**config.mk**
```make
export PLATFORM = sky130hd
export DESIGN_NAME = video_scaler_top
export DESIGN_NICKNAME = d
export VERILOG_FILES = /design/src/scaler_pkg.sv /design/src/hscaler.sv /design/src/line_fifo.sv /design/src/video_scaler_top.sv /design/src/vscaler.sv
export VERILOG_INCLUDE_DIRS = /design/src
export SDC_FILE = /design/constraint.sdc
export NUM_CORES = 1
export LEC_CHECK = 0
export ABC_AREA = 1
export BUFFER_PORTS_ARGS = -buffer_cell sky130_fd_sc_hd__buf_2
export CAP_MARGIN = 25
export CORE_ASPECT_RATIO = 1.1
export CORE_MARGIN = 1
export CORE_UTILIZATION = 55
export CTS_CLUSTER_SIZE = 28
export DETAILED_ROUTE_END_ITERATION = 10
export PLACE_DENSITY_LB_ADDON = 0.08
export SYNTH_ARGS = -nofsm -noshare
export SYNTH_HDL_FRONTEND = slang
export SYNTH_SLANG_ARGS = --single-unit
```
**constraint.sdc**
```tcl
create_clock -name clk -period 14.71 [get_ports clk]
set_input_delay 2.2065 -clock clk [delete_from_list [all_inputs] [get_ports clk]]
set_output_delay 2.2065 -clock clk [all_outputs]
set_load 0.05 [all_outputs]
```
**src/scaler_defs.svh**
```systemverilog
`ifndef SCALER_DEFS_SVH
`define SCALER_DEFS_SVH

////////////////////////////////////////
// stream and size widths
////////////////////////////////////////

// bits per grey-scale pixel
`define PIXEL_WIDTH 8

// bits in a width, height or line/column count
`define RESO_WIDTH 10

////////////////////////////////////////
// line buffer
////////////////////////////////////////

// fifo depth, also the widest scaled line
`define LINE_PIXELS 64

// largest original width or height
`define RESO_MAX 64

`endif

```
**src/scaler_pkg.sv**
```systemverilog
`default_nettype none

`include "scaler_defs.svh"

package scaler_pkg;

	////////////////////////////////////////
	// stream payload
	////////////////////////////////////////

	// one grey-scale pixel
	typedef logic [`PIXEL_WIDTH-1:0] pix_t;

	// sizes and line/column counts
	typedef logic [`RESO_WIDTH-1:0] reso_t;

	// step accumulator, holds count * size with headroom
	typedef logic [2*`RESO_WIDTH:0] acc_t;

	////////////////////////////////////////
	// line fifo word
	////////////////////////////////////////

	// pixel plus its frame and line flags
	typedef struct packed {
		pix_t pix;
		logic sof;
		logic eol;
	} line_word_t;

endpackage

`default_nettype wire

```
**src/hscaler.sv**
```systemverilog
`timescale 1ns/1ps
`default_nettype none

module hscaler (
	input wire clk,
	input wire int_resetn,
	input wire scaler_pkg::reso_t i_ori_width,
	input wire scaler_pkg::reso_t i_scale_width,
	input wire i_valid,
	input wire scaler_pkg::pix_t i_data,
	input wire i_sof,
	input wire i_eol,
	input wire o_ready,
	output logic o_valid,
	output scaler_pkg::pix_t o_data,
	output logic o_sof,
	output logic o_eol,
	output logic i_ready
);
	import scaler_pkg::*;

	// widths of the running frame
	reso_t ori_w_q;
	reso_t scl_w_q;
	reso_t ori_w;
	reso_t scl_w;
	logic cfg_new;

	logic armed;
	// output reg holds a pixel that still has copies to send
	logic pend;
	logic pend_eol;

	// next output column and its product with ori_width
	reso_t o_col;
	reso_t o_col_nx;
	acc_t o_acc;
	// current source column times scale_width
	acc_t s_acc;
	acc_t lim;

	logic use_pix;
	logic more_pix;
	logic out_free;
	logic in_acc;
	logic load_new;
	logic load_rep;
	logic load;
	logic pix_done;
	logic cur_eol;

	////////////////////////////////////////
	// sampling decision
	////////////////////////////////////////

	// a new frame brings its own widths on the sof beat
	assign cfg_new = i_valid && i_sof && !pend;
	assign ori_w = cfg_new ? i_ori_width : ori_w_q;
	assign scl_w = cfg_new ? i_scale_width : scl_w_q;

	assign o_col_nx = reso_t'(o_col + 1'b1);
	assign lim = s_acc + acc_t'(scl_w);
	// column k belongs to source c while k*ori < (c+1)*scale
	assign use_pix = (o_acc < lim) && (o_col < scl_w);
	assign more_pix = ((o_acc + acc_t'(ori_w)) < lim) && (o_col_nx < scl_w);

	assign out_free = !o_valid || o_ready;
	// unused pixels are dropped even when the output is stalled
	assign i_ready = armed && !pend && (out_free || !use_pix);
	assign in_acc = i_valid && i_ready;
	assign load_new = in_acc && use_pix;
	assign load_rep = pend && out_free;
	assign load = load_new || load_rep;

	assign pix_done = (in_acc && !use_pix) || (load && !more_pix);
	assign cur_eol = pend ? pend_eol : i_eol;

	always_ff @(posedge clk) begin
		if (int_resetn == 1'b0) begin
			armed <= 1'b0;
		end else begin
			armed <= 1'b1;
		end
	end

	always_ff @(posedge clk) begin
		if (int_resetn == 1'b0) begin
			ori_w_q <= '0;
			scl_w_q <= '0;
		end else if (in_acc && i_sof) begin
			ori_w_q <= i_ori_width;
			scl_w_q <= i_scale_width;
		end
	end

	////////////////////////////////////////
	// column accumulators
	////////////////////////////////////////

	always_ff @(posedge clk) begin
		if (int_resetn == 1'b0) begin
			o_col <= '0;
			o_acc <= '0;
			s_acc <= '0;
			pend <= 1'b0;
			pend_eol <= 1'b0;
		end else begin
			if (pix_done && cur_eol) begin
				// line finished, restart at column 0
				o_col <= '0;
				o_acc <= '0;
				s_acc <= '0;
			end else begin
				if (load) begin
					o_col <= o_col_nx;
					o_acc <= o_acc + acc_t'(ori_w);
				end
				if (pix_done) begin
					s_acc <= lim;
				end
			end
			if (load) begin
				pend <= more_pix;
			end
			if (load_new) begin
				pend_eol <= i_eol;
			end
		end
	end

	////////////////////////////////////////
	// output register
	////////////////////////////////////////

	always_ff @(posedge clk) begin
		if (int_resetn == 1'b0) begin
			o_valid <= 1'b0;
		end else if (load) begin
			o_valid <= 1'b1;
		end else if (o_ready) begin
			o_valid <= 1'b0;
		end
	end

	// source column 0 always maps to output column 0, so sof never drops
	always_ff @(posedge clk) begin
		if (load_new) begin
			o_data <= i_data;
		end
		if (load) begin
			o_sof <= load_new && i_sof;
			o_eol <= (o_col_nx == scl_w);
		end
	end

endmodule

`default_nettype wire

```
**src/line_fifo.sv**
```systemverilog
`timescale 1ns/1ps
`default_nettype none

`include "scaler_defs.svh"

module line_fifo (
	input wire clk,
	input wire int_resetn,
	input wire i_wr_en,
	input wire scaler_pkg::line_word_t i_wr_data,
	input wire i_rd_en,
	output scaler_pkg::line_word_t o_rd_data,
	output logic o_empty,
	output logic o_full
);
	import scaler_pkg::*;

	localparam int ADDR_W = $clog2(`LINE_PIXELS);
	localparam int CNT_W = ADDR_W + 1;

	line_word_t mem [`LINE_PIXELS];
	logic [ADDR_W-1:0] wr_ptr;
	logic [ADDR_W-1:0] rd_ptr;
	logic [CNT_W-1:0] count;
	logic do_wr;
	logic do_rd;

	// head word is visible whenever not empty
	assign o_rd_data = mem[rd_ptr];
	assign o_empty = (count == '0);
	assign o_full = (count == CNT_W'(`LINE_PIXELS));

	assign do_rd = i_rd_en && !o_empty;
	// a read frees a slot in the same cycle, so a line can recirculate
	assign do_wr = i_wr_en && (!o_full || do_rd);

	always_ff @(posedge clk) begin
		if (do_wr) begin
			mem[wr_ptr] <= i_wr_data;
		end
	end

	always_ff @(posedge clk) begin
		if (int_resetn == 1'b0) begin
			wr_ptr <= '0;
			rd_ptr <= '0;
			count <= '0;
		end else begin
			if (do_wr) begin
				if (wr_ptr == ADDR_W'(`LINE_PIXELS - 1)) begin
					wr_ptr <= '0;
				end else begin
					wr_ptr <= wr_ptr + 1'b1;
				end
			end
			if (do_rd) begin
				if (rd_ptr == ADDR_W'(`LINE_PIXELS - 1)) begin
					rd_ptr <= '0;
				end else begin
					rd_ptr <= rd_ptr + 1'b1;
				end
			end
			// occupancy
			case ({do_wr, do_rd})
				2'b10: count <= count + 1'b1;
				2'b01: count <= count - 1'b1;
				default: count <= count;
			endcase
		end
	end

endmodule

`default_nettype wire

```
**src/video_scaler_top.sv**
```systemverilog
`timescale 1ns/1ps
`default_nettype none

module video_scaler_top (
	input wire clk,
	input wire int_resetn,
	input wire scaler_pkg::reso_t i_ori_width,
	input wire scaler_pkg::reso_t i_ori_height,
	input wire scaler_pkg::reso_t i_scale_width,
	input wire scaler_pkg::reso_t i_scale_height,
	input wire i_s_valid,
	input wire scaler_pkg::pix_t i_s_data,
	input wire i_s_sof,
	input wire i_s_eol,
	output logic o_s_ready,
	output logic o_m_valid,
	output scaler_pkg::pix_t o_m_data,
	output logic o_m_sof,
	output logic o_m_eol,
	input wire i_m_ready
);
	import scaler_pkg::*;

	// link between the two stages
	logic h_valid;
	pix_t h_data;
	logic h_sof;
	logic h_eol;
	logic h_ready;

	////////////////////////////////////////
	// columns first, then lines
	////////////////////////////////////////

	hscaler hscaler_inst (
		.clk(clk),
		.int_resetn(int_resetn),
		.i_ori_width(i_ori_width),
		.i_scale_width(i_scale_width),
		.i_valid(i_s_valid),
		.i_data(i_s_data),
		.i_sof(i_s_sof),
		.i_eol(i_s_eol),
		.o_ready(h_ready),
		.o_valid(h_valid),
		.o_data(h_data),
		.o_sof(h_sof),
		.o_eol(h_eol),
		.i_ready(o_s_ready)
	);

	vscaler vscaler_inst (
		.clk(clk),
		.int_resetn(int_resetn),
		.i_ori_height(i_ori_height),
		.i_scale_height(i_scale_height),
		.i_scale_width(i_scale_width),
		.i_valid(h_valid),
		.i_data(h_data),
		.i_sof(h_sof),
		.i_eol(h_eol),
		.o_ready(i_m_ready),
		.o_valid(o_m_valid),
		.o_data(o_m_data),
		.o_sof(o_m_sof),
		.o_eol(o_m_eol),
		.i_ready(h_ready)
	);

endmodule

`default_nettype wire

```
**src/vscaler.sv**
```systemverilog
`timescale 1ns/1ps
`default_nettype none

module vscaler (
	input wire clk,
	input wire int_resetn,
	input wire scaler_pkg::reso_t i_ori_height,
	input wire scaler_pkg::reso_t i_scale_height,
	input wire scaler_pkg::reso_t i_scale_width,
	input wire i_valid,
	input wire scaler_pkg::pix_t i_data,
	input wire i_sof,
	input wire i_eol,
	input wire o_ready,
	output logic o_valid,
	output scaler_pkg::pix_t o_data,
	output logic o_sof,
	output logic o_eol,
	output logic i_ready
);
	import scaler_pkg::*;

	// sizes of the running frame
	reso_t ori_h_q;
	reso_t scl_h_q;
	reso_t scl_w_q;
	reso_t ori_h;
	reso_t scl_h;
	reso_t scl_w;
	logic cfg_new;

	logic armed;
	logic replay;
	// source lines consumed, output lines finished
	reso_t i_line;
	reso_t o_line;
	reso_t rep_col;
	// o_mul = o_line * ori_height, m_mul = i_line * scale_height
	acc_t o_mul;
	acc_t m_mul;
	acc_t lim;

	logic use_line;
	logic more_line;
	logic out_free;
	logic in_acc;
	logic pass_beat;
	logic in_eol_done;
	logic last_in_line;
	logic rep_end;
	logic frame_end;
	logic load;

	line_word_t wr_word;
	line_word_t rd_word;
	logic fifo_wr;
	logic fifo_rd;
	logic fifo_empty;
	logic fifo_full;

	////////////////////////////////////////
	// line decision
	////////////////////////////////////////

	assign cfg_new = i_valid && i_sof && !replay;
	assign ori_h = cfg_new ? i_ori_height : ori_h_q;
	assign scl_h = cfg_new ? i_scale_height : scl_h_q;
	assign scl_w = cfg_new ? i_scale_width : scl_w_q;

	// upper bound of the source line in output-line units,
	// m_mul has already moved on during replay
	assign lim = replay ? m_mul : (m_mul + acc_t'(scl_h));
	assign use_line = (o_mul < lim) && (o_line < scl_h);
	// another copy of this line follows the current one
	assign more_line = ((o_mul + acc_t'(ori_h)) < lim)
		&& (reso_t'(o_line + 1'b1) < scl_h);

	assign out_free = !o_valid || o_ready;
	// pass needs the output, drop takes one beat per cycle
	assign i_ready = armed && !replay
		&& (!use_line || (out_free && !(more_line && fifo_full)));
	assign in_acc = i_valid && i_ready;
	assign pass_beat = in_acc && use_line;
	assign in_eol_done = in_acc && i_eol;
	assign last_in_line = (reso_t'(i_line + 1'b1) == ori_h);

	assign fifo_rd = replay && out_free && !fifo_empty;
	assign rep_end = fifo_rd && (rep_col == reso_t'(scl_w - 1'b1));
	assign load = pass_beat || fifo_rd;
	// store on pass, write back on every copy but the last
	assign fifo_wr = load && more_line;
	assign wr_word = replay ? rd_word : line_word_t'{pix: i_data, sof: i_sof, eol: i_eol};

	// all lines of the frame in and out
	assign frame_end = (in_eol_done && last_in_line && !(pass_beat && more_line))
		|| (rep_end && !more_line && (i_line == ori_h));

	line_fifo line_fifo_inst (
		.clk(clk),
		.int_resetn(int_resetn),
		.i_wr_en(fifo_wr),
		.i_wr_data(wr_word),
		.i_rd_en(fifo_rd),
		.o_rd_data(rd_word),
		.o_empty(fifo_empty),
		.o_full(fifo_full)
	);

	always_ff @(posedge clk) begin
		if (int_resetn == 1'b0) begin
			armed <= 1'b0;
		end else begin
			armed <= 1'b1;
		end
	end

	always_ff @(posedge clk) begin
		if (int_resetn == 1'b0) begin
			ori_h_q <= '0;
			scl_h_q <= '0;
			scl_w_q <= '0;
		end else if (in_acc && i_sof) begin
			ori_h_q <= i_ori_height;
			scl_h_q <= i_scale_height;
			scl_w_q <= i_scale_width;
		end
	end

	////////////////////////////////////////
	// line counters and mode
	////////////////////////////////////////

	always_ff @(posedge clk) begin
		if (int_resetn == 1'b0) begin
			replay <= 1'b0;
			i_line <= '0;
			o_line <= '0;
			rep_col <= '0;
			o_mul <= '0;
			m_mul <= '0;
		end else if (frame_end) begin
			// rearm for the next sof
			replay <= 1'b0;
			i_line <= '0;
			o_line <= '0;
			rep_col <= '0;
			o_mul <= '0;
			m_mul <= '0;
		end else begin
			if (in_eol_done) begin
				i_line <= reso_t'(i_line + 1'b1);
				m_mul <= m_mul + acc_t'(scl_h);
				if (pass_beat) begin
					o_line <= reso_t'(o_line + 1'b1);
					o_mul <= o_mul + acc_t'(ori_h);
					replay <= more_line;
				end
			end
			if (fifo_rd) begin
				if (rep_end) begin
					rep_col <= '0;
					o_line <= reso_t'(o_line + 1'b1);
					o_mul <= o_mul + acc_t'(ori_h);
					if (!more_line) begin
						replay <= 1'b0;
					end
				end else begin
					rep_col <= reso_t'(rep_col + 1'b1);
				end
			end
		end
	end

	////////////////////////////////////////
	// output register
	////////////////////////////////////////

	always_ff @(posedge clk) begin
		if (int_resetn == 1'b0) begin
			o_valid <= 1'b0;
		end else if (load) begin
			o_valid <= 1'b1;
		end else if (o_ready) begin
			o_valid <= 1'b0;
		end
	end

	always_ff @(posedge clk) begin
		if (pass_beat) begin
			o_data <= i_data;
			o_sof <= i_sof;
			o_eol <= i_eol;
		end else if (fifo_rd) begin
			// copies never start a frame
			o_data <= rd_word.pix;
			o_sof <= 1'b0;
			o_eol <= rd_word.eol;
		end
	end

endmodule

`default_nettype wire
```
==> metrics.txt, run 1 <==
Starting Density=55.5%; net count reported at finish=4263; dominant cell type by area after synthesis=edfxtp_1; Layout Skew=0.0182 ns; number of enable flip-flop cells after synthesis=596; final hold violation count=0; number of antenna violations at the first check in global routing=0; most frequently used cell type in the post-synthesis netlist=nor2_1; buffer depth of the longest clock path=3; worst setup slack for register-to-register paths=6.43 ns; wire length of the first global-routing pass=152000 um; crit path DAT=6.88 ns; slowest stage cell, crit path=o21ai_0; layout-stage area growth over the synthesis result=9.58%; Synth Area in XOR/XNOR=2.95%; flip-flop and latch area=22000 um^2; Total Wirelength=97100 um; Period Utilization, post-route=61.8%; power density over cell area=147 nW/um^2; share of final-layout standard cells stronger than drive strength 1=8.29%; average wire per cell in the routed design=19.3 um; FILL cells=6030; MaxCap Viol Count=0; I/O Buffers=65; via count of the first global-routing pass=26900; number of hold buffers added after CTS=0; Syn Inst Count=4042; post-synthesis adder-cell area fraction=5.74%; CP endpoint kind=output port; HPWL after DPL=59900 um; portion of synthesized cell area occupied by the leading cell type=45.9%; clock latency on the worst-skew pair=0.63 ns; highest achievable clock rate=110 MHz; dominant combinational cell family by area after synthesis=simple AND/OR/NAND/NOR gates; most frequently used flop master after synthesis=edfxtp_1; RSZ-0062 raised after global routing=no; CTS tree=done; Netlist Area Pre-Place=39000 um^2; number of standard-cell rows in the floorplan=102; required time reported for the critical path endpoint=12.50 ns; pin count of the biggest net entering global routing=179; class of the most critical setup path=input pin to output port; number of buffers inserted during clock tree synthesis=82; simple-gate share of the synthesized area=14.8%; complex-gate fraction of the synthesized area=14.2%; number of nets still failing antenna checks after routing=0; Vert. Die Dim=281 um; synthesized netlist net count=4272; Placer Congestion=0.867; x dimension of the die=256 um; actual slew at the worst max-slew pin=1.14 ns; DRC=0; sequential-to-total area share from yosys stat=56.4%; antenna fix cells=0; Setup TNS=0 ns; critical path's most frequent cell=nand3_1; static leakage=16.2 nW; full die area=72000 um^2; total vias in the final route=28400; placeable core region=70300 um^2; htree depth=3; routed vias/inst=5.64; number of warnings printed during yosys synthesis=0; Async S/R FF share, synth=0%; worst-path fanout max=40; leading post-synthesis cells by instance count=674 x nor2_1, 596 x edfxtp_1, 534 x o21ai_0, 474 x nand2_1, 349 x inv_1; drt first pass iters=6; largest stage delay on the critical path=0.39 ns; gr ovfl total=0; violation count after the first detailed-routing iteration=2350; crit start category=input pin; headroom to the max-slew limit=22.9%; number of cells upsized or downsized after cts=0; clock tree root buffer cell=clkbuf_16; Post CTS Setup Buffer Count=0; critical path buffer and inverter count=8; library cells used by synthesis=60; minimum clock period after layout=9.09 ns; Design Power=0.00628 W; final slew viol count=0; aggregate global-route resource usage=27.1%; type of the worst min-delay path=flip-flop to flip-flop; area used by multi-input combinational logic=14900 um^2; cells taking the most area after synthesis=edfxtp_1 46%, dfxtp_1 11%, o21ai_0 6.9%, nor2_1 6.5%, ha_1 5.5%; final count of negative-setup-slack endpoints=0; Sinks on Clock Net=801; peak supply drop=150 uV; clock-pin slew on the worst setup and hold paths=0.06 ns; mux contribution to synthesized area=0.112%; cell family contributing the most delay on the critical path=simple AND/OR/NAND/NOR gates; num ports=66; run status=completed; number of flip-flops and latches in the synthesized netlist=801; Avg Inst Size Synth=9.65 um^2
-- stage by stage --
stage / cell area [um^2] / utilization [%] / hold WS [ns] / cells / setup WS, ns
final: 42700 / 60.8 / 0.447 / 5039 / 5.62
after global routing: 42700 / 60.8 / 0.465 / 5039 / 4.92
after CTS: 42700 / 60.7 / 0.448 / 5031 / 5.59
after detailed placement: 40000 / 56.8 / 0.439 / 4877 / 5.60
after global placement: 40000 / 56.8 / 0.433 / 4875 / 5.66
after floorplan: 39000 / - / 0.424 / 4042 / 6.51
-- power breakdown --
part / switching [W] / internal, W / leakage (nW)
sequential: 0.0000598 / 0.00268 / 7.02
combinational: 0.00104 / 0.000411 / 7.84
clock: 0.000892 / 0.00120 / 1.31
-- flip-flops by register name, summed over array words and instances, names as in the netlist, 21 cells and up, named ones only --
signal and flops:
vscaler_inst.line_fifo_inst.mem 576, hscaler_inst.o_acc 21, hscaler_inst.s_acc 21, vscaler_inst.m_mul 21, vscaler_inst.o_mul 21
-- layout by cell type (no fill, tap or decap), types with 6 or more instances in the layout --
master      count
bufinv_16       6
nand3_1       115
o221ai_1       23
o21ai_0       525
o22ai_1       154
nand4_1        28
inv_1         348
clkbuf_8        6
nor4_1          8
clkbuf_16      85
a21oi_1       196
buf_4          34
edfxtp_1      596
o21ai_4        10
o32ai_1         7
nand2_4         7
o21ai_2         9
dfxtp_1       201
inv_2           6
nand3b_1        7
buf_2          65
nor2_2         13
clkinvlp_4      8
nand2_2        16
nand2_1       474
clkbuf_1       14
a21oi_2        20
clkinv_2       17
xnor2_1        30
a31oi_1         6
nor2_1        674
o211ai_1       14
nor3_1         19
ha_1          171
clkinv_1       12
o21bai_1        6
xor2_1         95
-- logic make-up after synthesis --
family | Yosys count
buf+inv | 553
flops | 801
xor+xnor | 128
compound gates | 998
fa+ha+maj | 176
mux | 4
simple gates | 1382
-- final cells by class --
cell class	count	area share, %
clock inverter	49	1.02
tap	936	2.74
sequential	801	51.5
inverter	357	3.16
timing repair buffer	103	1.52
multi-input combinational	2688	34.8
clock buffer	105	5.29
-- metal layers --
metal	GRT usage (%)	up-vias	part of all wire (%)
met5	0	-	0
met4	8.94	0	2.8
met3	3.29	149	5.8
met2	45.8	802	48
met1	36.3	13500	44
li1	-	14000	-
-- tightest hold or removal path, delay by kind of cell, from the launching register on --
kind	cells	cell delay (ns)
buffers and inverters	1	0.05
DFF	1	0.30
AOI/OAI and AO/OA	1	0.05
-- final timing paths --
path | cells past startpoint | to | startpoint
worst max register to register | 41 | vscaler_inst.line_fifo_inst.count[5] | vscaler_inst.replay
worst min register to register | 2 | vscaler_inst.scl_h_q[3] | vscaler_inst.scl_h_q[3]
worst max-delay path | 30 | o_s_ready | i_s_sof
worst min-delay path | 2 | vscaler_inst.scl_h_q[3] | vscaler_inst.scl_h_q[3]
Power figures use the tool's default switching activity.
==> inputs of run 2 (changes only) <==
==> constraint.sdc (replaced) <==
create_clock -name clk -period 7.5 [get_ports clk]
set_input_delay 1.125 -clock clk [delete_from_list [all_inputs] [get_ports clk]]
set_output_delay 1.125 -clock clk [all_outputs]
set_load 0.05 [all_outputs]
==> run 2 against run 1 <==
  * Sequential cell count is the same
  * Clock power is 100% higher
  * Critical endpoint unchanged
  * Critical path depth decreased by 2
  * Via count rose by 0.84%
  * Total power grew 98%
  * Die area is the same
  * Sequential share of layout area shrank 0.75 points
==> metrics.txt, run 2 (synthesis gave the netlist of run 1 again) <==
antenna fix cells=0 (unchanged); power dissipated by switching net loads=0.00392 W (was 0.00200 W); Placer Congestion=0.865 (was 0.867); num ports=66 (unchanged); layout-stage area growth over the synthesis result=11.2% (was 9.58%); Total Wirelength=97300 um (was 97100 um); dpl cell area=40600 um^2 (was 40000 um^2); core utilization of the finished layout=61.7% (was 60.8%); final count of negative-setup-slack endpoints=0 (unchanged); minimum clock period after layout=6.99 ns; violation count after the first detailed-routing iteration=2169 (was 2350); final hold violation count=0 (unchanged); total internal power=0.00851 W (was 0.00429 W); most frequent cells in the layout=674 x nor2_1, 596 x edfxtp_1, 511 x o21ai_0 (was 674 x nor2_1, 596 x edfxtp_1, 525 x o21ai_0); number of buffers inserted during clock tree synthesis=81 (was 82); buffer depth of the longest clock path=3 (unchanged); Starting Density=55.5% (unchanged); actual slew at the worst max-slew pin=0.963 ns (was 1.14 ns); average wire per cell in the routed design=19.0 um (was 19.3 um); peak supply drop=219 uV (was 150 uV); worst-path fanout max=14 (was 40); critical path's most frequent cell=nand3_1 (unchanged); pin count of the biggest net entering global routing=179 (unchanged); type of the worst min-delay path=flip-flop to flip-flop (unchanged); gr ovfl total=0 (unchanged); power density over cell area=286 nW/um^2 (was 147 nW/um^2); required time reported for the critical path endpoint=6.38 ns (was 12.50 ns); htree depth=3 (unchanged); highest achievable clock rate=143 MHz; run status=completed (unchanged); most common cell after layout, fill and taps aside=nor2_1 (unchanged); flip-flop and latch area=22000 um^2 (unchanged); placeable core region=70300 um^2 (unchanged); crit start category=input pin (unchanged); I/O Buffers=65 (unchanged); flip-flop count of the largest register after layout=576 (unchanged); net count reported at finish=4337 (was 4263); RSZ-0062 raised after global routing=no (unchanged); register name with the most flops=vscaler_inst.line_fifo_inst.mem (unchanged); Period Utilization, post-route=93.3%; switching power share of the total=31.5% (was 31.8%); Vert. Die Dim=281 um (unchanged); clock latency on the worst-skew pair=0.64 ns (was 0.63 ns); crit path DAT=5.87 ns (was 6.88 ns); number of hold buffers added after CTS=0 (unchanged); area used by multi-input combinational logic=14900 um^2 (about the same); via count of the first global-routing pass=27100 (was 26900); number of nets still failing antenna checks after routing=0 (unchanged); routed vias/inst=5.60 (was 5.64); static leakage=16.6 nW (was 16.2 nW); Gate power share=23.4% (was 23.2%); clock-pin slew on the worst setup and hold paths=0.06 ns (about the same); CTS tree=done (unchanged); aggregate global-route resource usage=26.9% (was 27.1%); relative contribution of sequential cells to total power=43.0% (was 43.5%); FILL cells=5897 (was 6030); total vias in the final route=28700 (was 28400); headroom to the max-slew limit=35.6% (was 22.9%); slowest stage cell, crit path=o21ai_0 (unchanged); final slew viol count=0 (unchanged); full die area=72000 um^2 (unchanged); drt first pass iters=5 (was 6); number of standard-cell rows in the floorplan=102 (unchanged); final design instance area without fill=43400 um^2 (was 42700 um^2); share of final-layout standard cells stronger than drive strength 1=10.1% (was 8.29%); Setup TNS=0 ns (unchanged); WHS=0.449 ns (was 0.447 ns); MaxCap Viol Count=0 (unchanged); Layout Skew=0.0201 ns (was 0.0182 ns); wire length of the first global-routing pass=151000 um (was 152000 um); x dimension of the die=256 um (unchanged); clock tree root buffer cell=clkbuf_16 (unchanged); number of antenna violations at the first check in global routing=0 (unchanged); Sinks on Clock Net=801 (unchanged); class of the most critical setup path=input pin to output port (unchanged); largest stage delay on the critical path=0.61 ns (was 0.39 ns); CP endpoint kind=output port (unchanged); HPWL after DPL=60800 um (was 59900 um); clock network fraction of design power=33.6% (was 33.3%); DRC=0 (unchanged)
==> run 2: routing by layer <==
layer | track usage (%) | share of wire, % | up-vias | routed length (um)
met4 | 7.91 | 2.5 | 0 | 2460
li1 | - | - | 14100 | -
met5 | 0 | 0 | - | 0
met1 | 36.1 | 43 | 13600 | 42200
met3 | 3.78 | 5.9 | 144 | 5790
met2 | 45.6 | 48 | 796 | 46900
==> run 2: critical path: cells and delay by family <==
kind,cells,cell delay [ns]
XOR/XNOR,1,0.18
buffers and inverters,6,0.67
AND/OR/NAND/NOR,15,2.05
adder cells (fa/ha/maj),2,0.60
AO/OA/AOI/OAI,4,1.24
==> run 2: metrics by stage <==
stage,worst slack (ns),instances,power (W)
final,0.505,5112,0.0124
after global routing,0.00613,5112,0.0130
after CTS,0.0913,5106,0.0125
after detailed placement,0.0784,4954,0.00833
after global placement,0.195,4954,0.00829
after floorplan,1.01,4042,0.00751
==> run 2: path summary, 6_finish.rpt <==
kind,start,depth (start not counted),slack (ns),to
max,i_s_valid,28,0.51,o_s_ready
min,vscaler_inst.scl_h_q[2],2,0.45,vscaler_inst.scl_h_q[2]
max reg2reg,hscaler_inst.o_sof,40,0.58,vscaler_inst.line_fifo_inst.count[5]
min reg2reg,vscaler_inst.scl_h_q[2],2,0.45,vscaler_inst.scl_h_q[2]
==> run 2: timing repair <==
| action | in CTS | in global routing |
|---|---|---|
| setup buffers | 0 | 5 |
| gates resized for setup | 0 | 20 |
| setup endpoints to repair | 0 | 5 |
==> run 2: area by class of cell <==
| cell class | count | share of cell area [%] |
|---|---|---|
| Clock inverter | 57 | 1.37 |
| Timing Repair Buffer | 177 | 2.75 |
| Tap cell | 936 | 2.70 |
| Multi-Input combinational cell | 2689 | 34.4 |
| Inverter | 357 | 3.12 |
| Sequential cell | 801 | 50.7 |
| Clock buffer | 95 | 4.96 |
==> run 2: power by group through the flow <==
| stage | logic, W | clock network (W) | registers, W |
|---|---|---|---|
| after floorplan | 0.00202 | 0 | 0.00549 |
| after global placement | 0.00286 | 0 | 0.00543 |
| after detailed placement | 0.00290 | 0 | 0.00543 |
| after CTS | 0.00291 | 0.00424 | 0.00534 |
| after global routing | 0.00328 | 0.00442 | 0.00536 |
| final | 0.00291 | 0.00417 | 0.00534 |
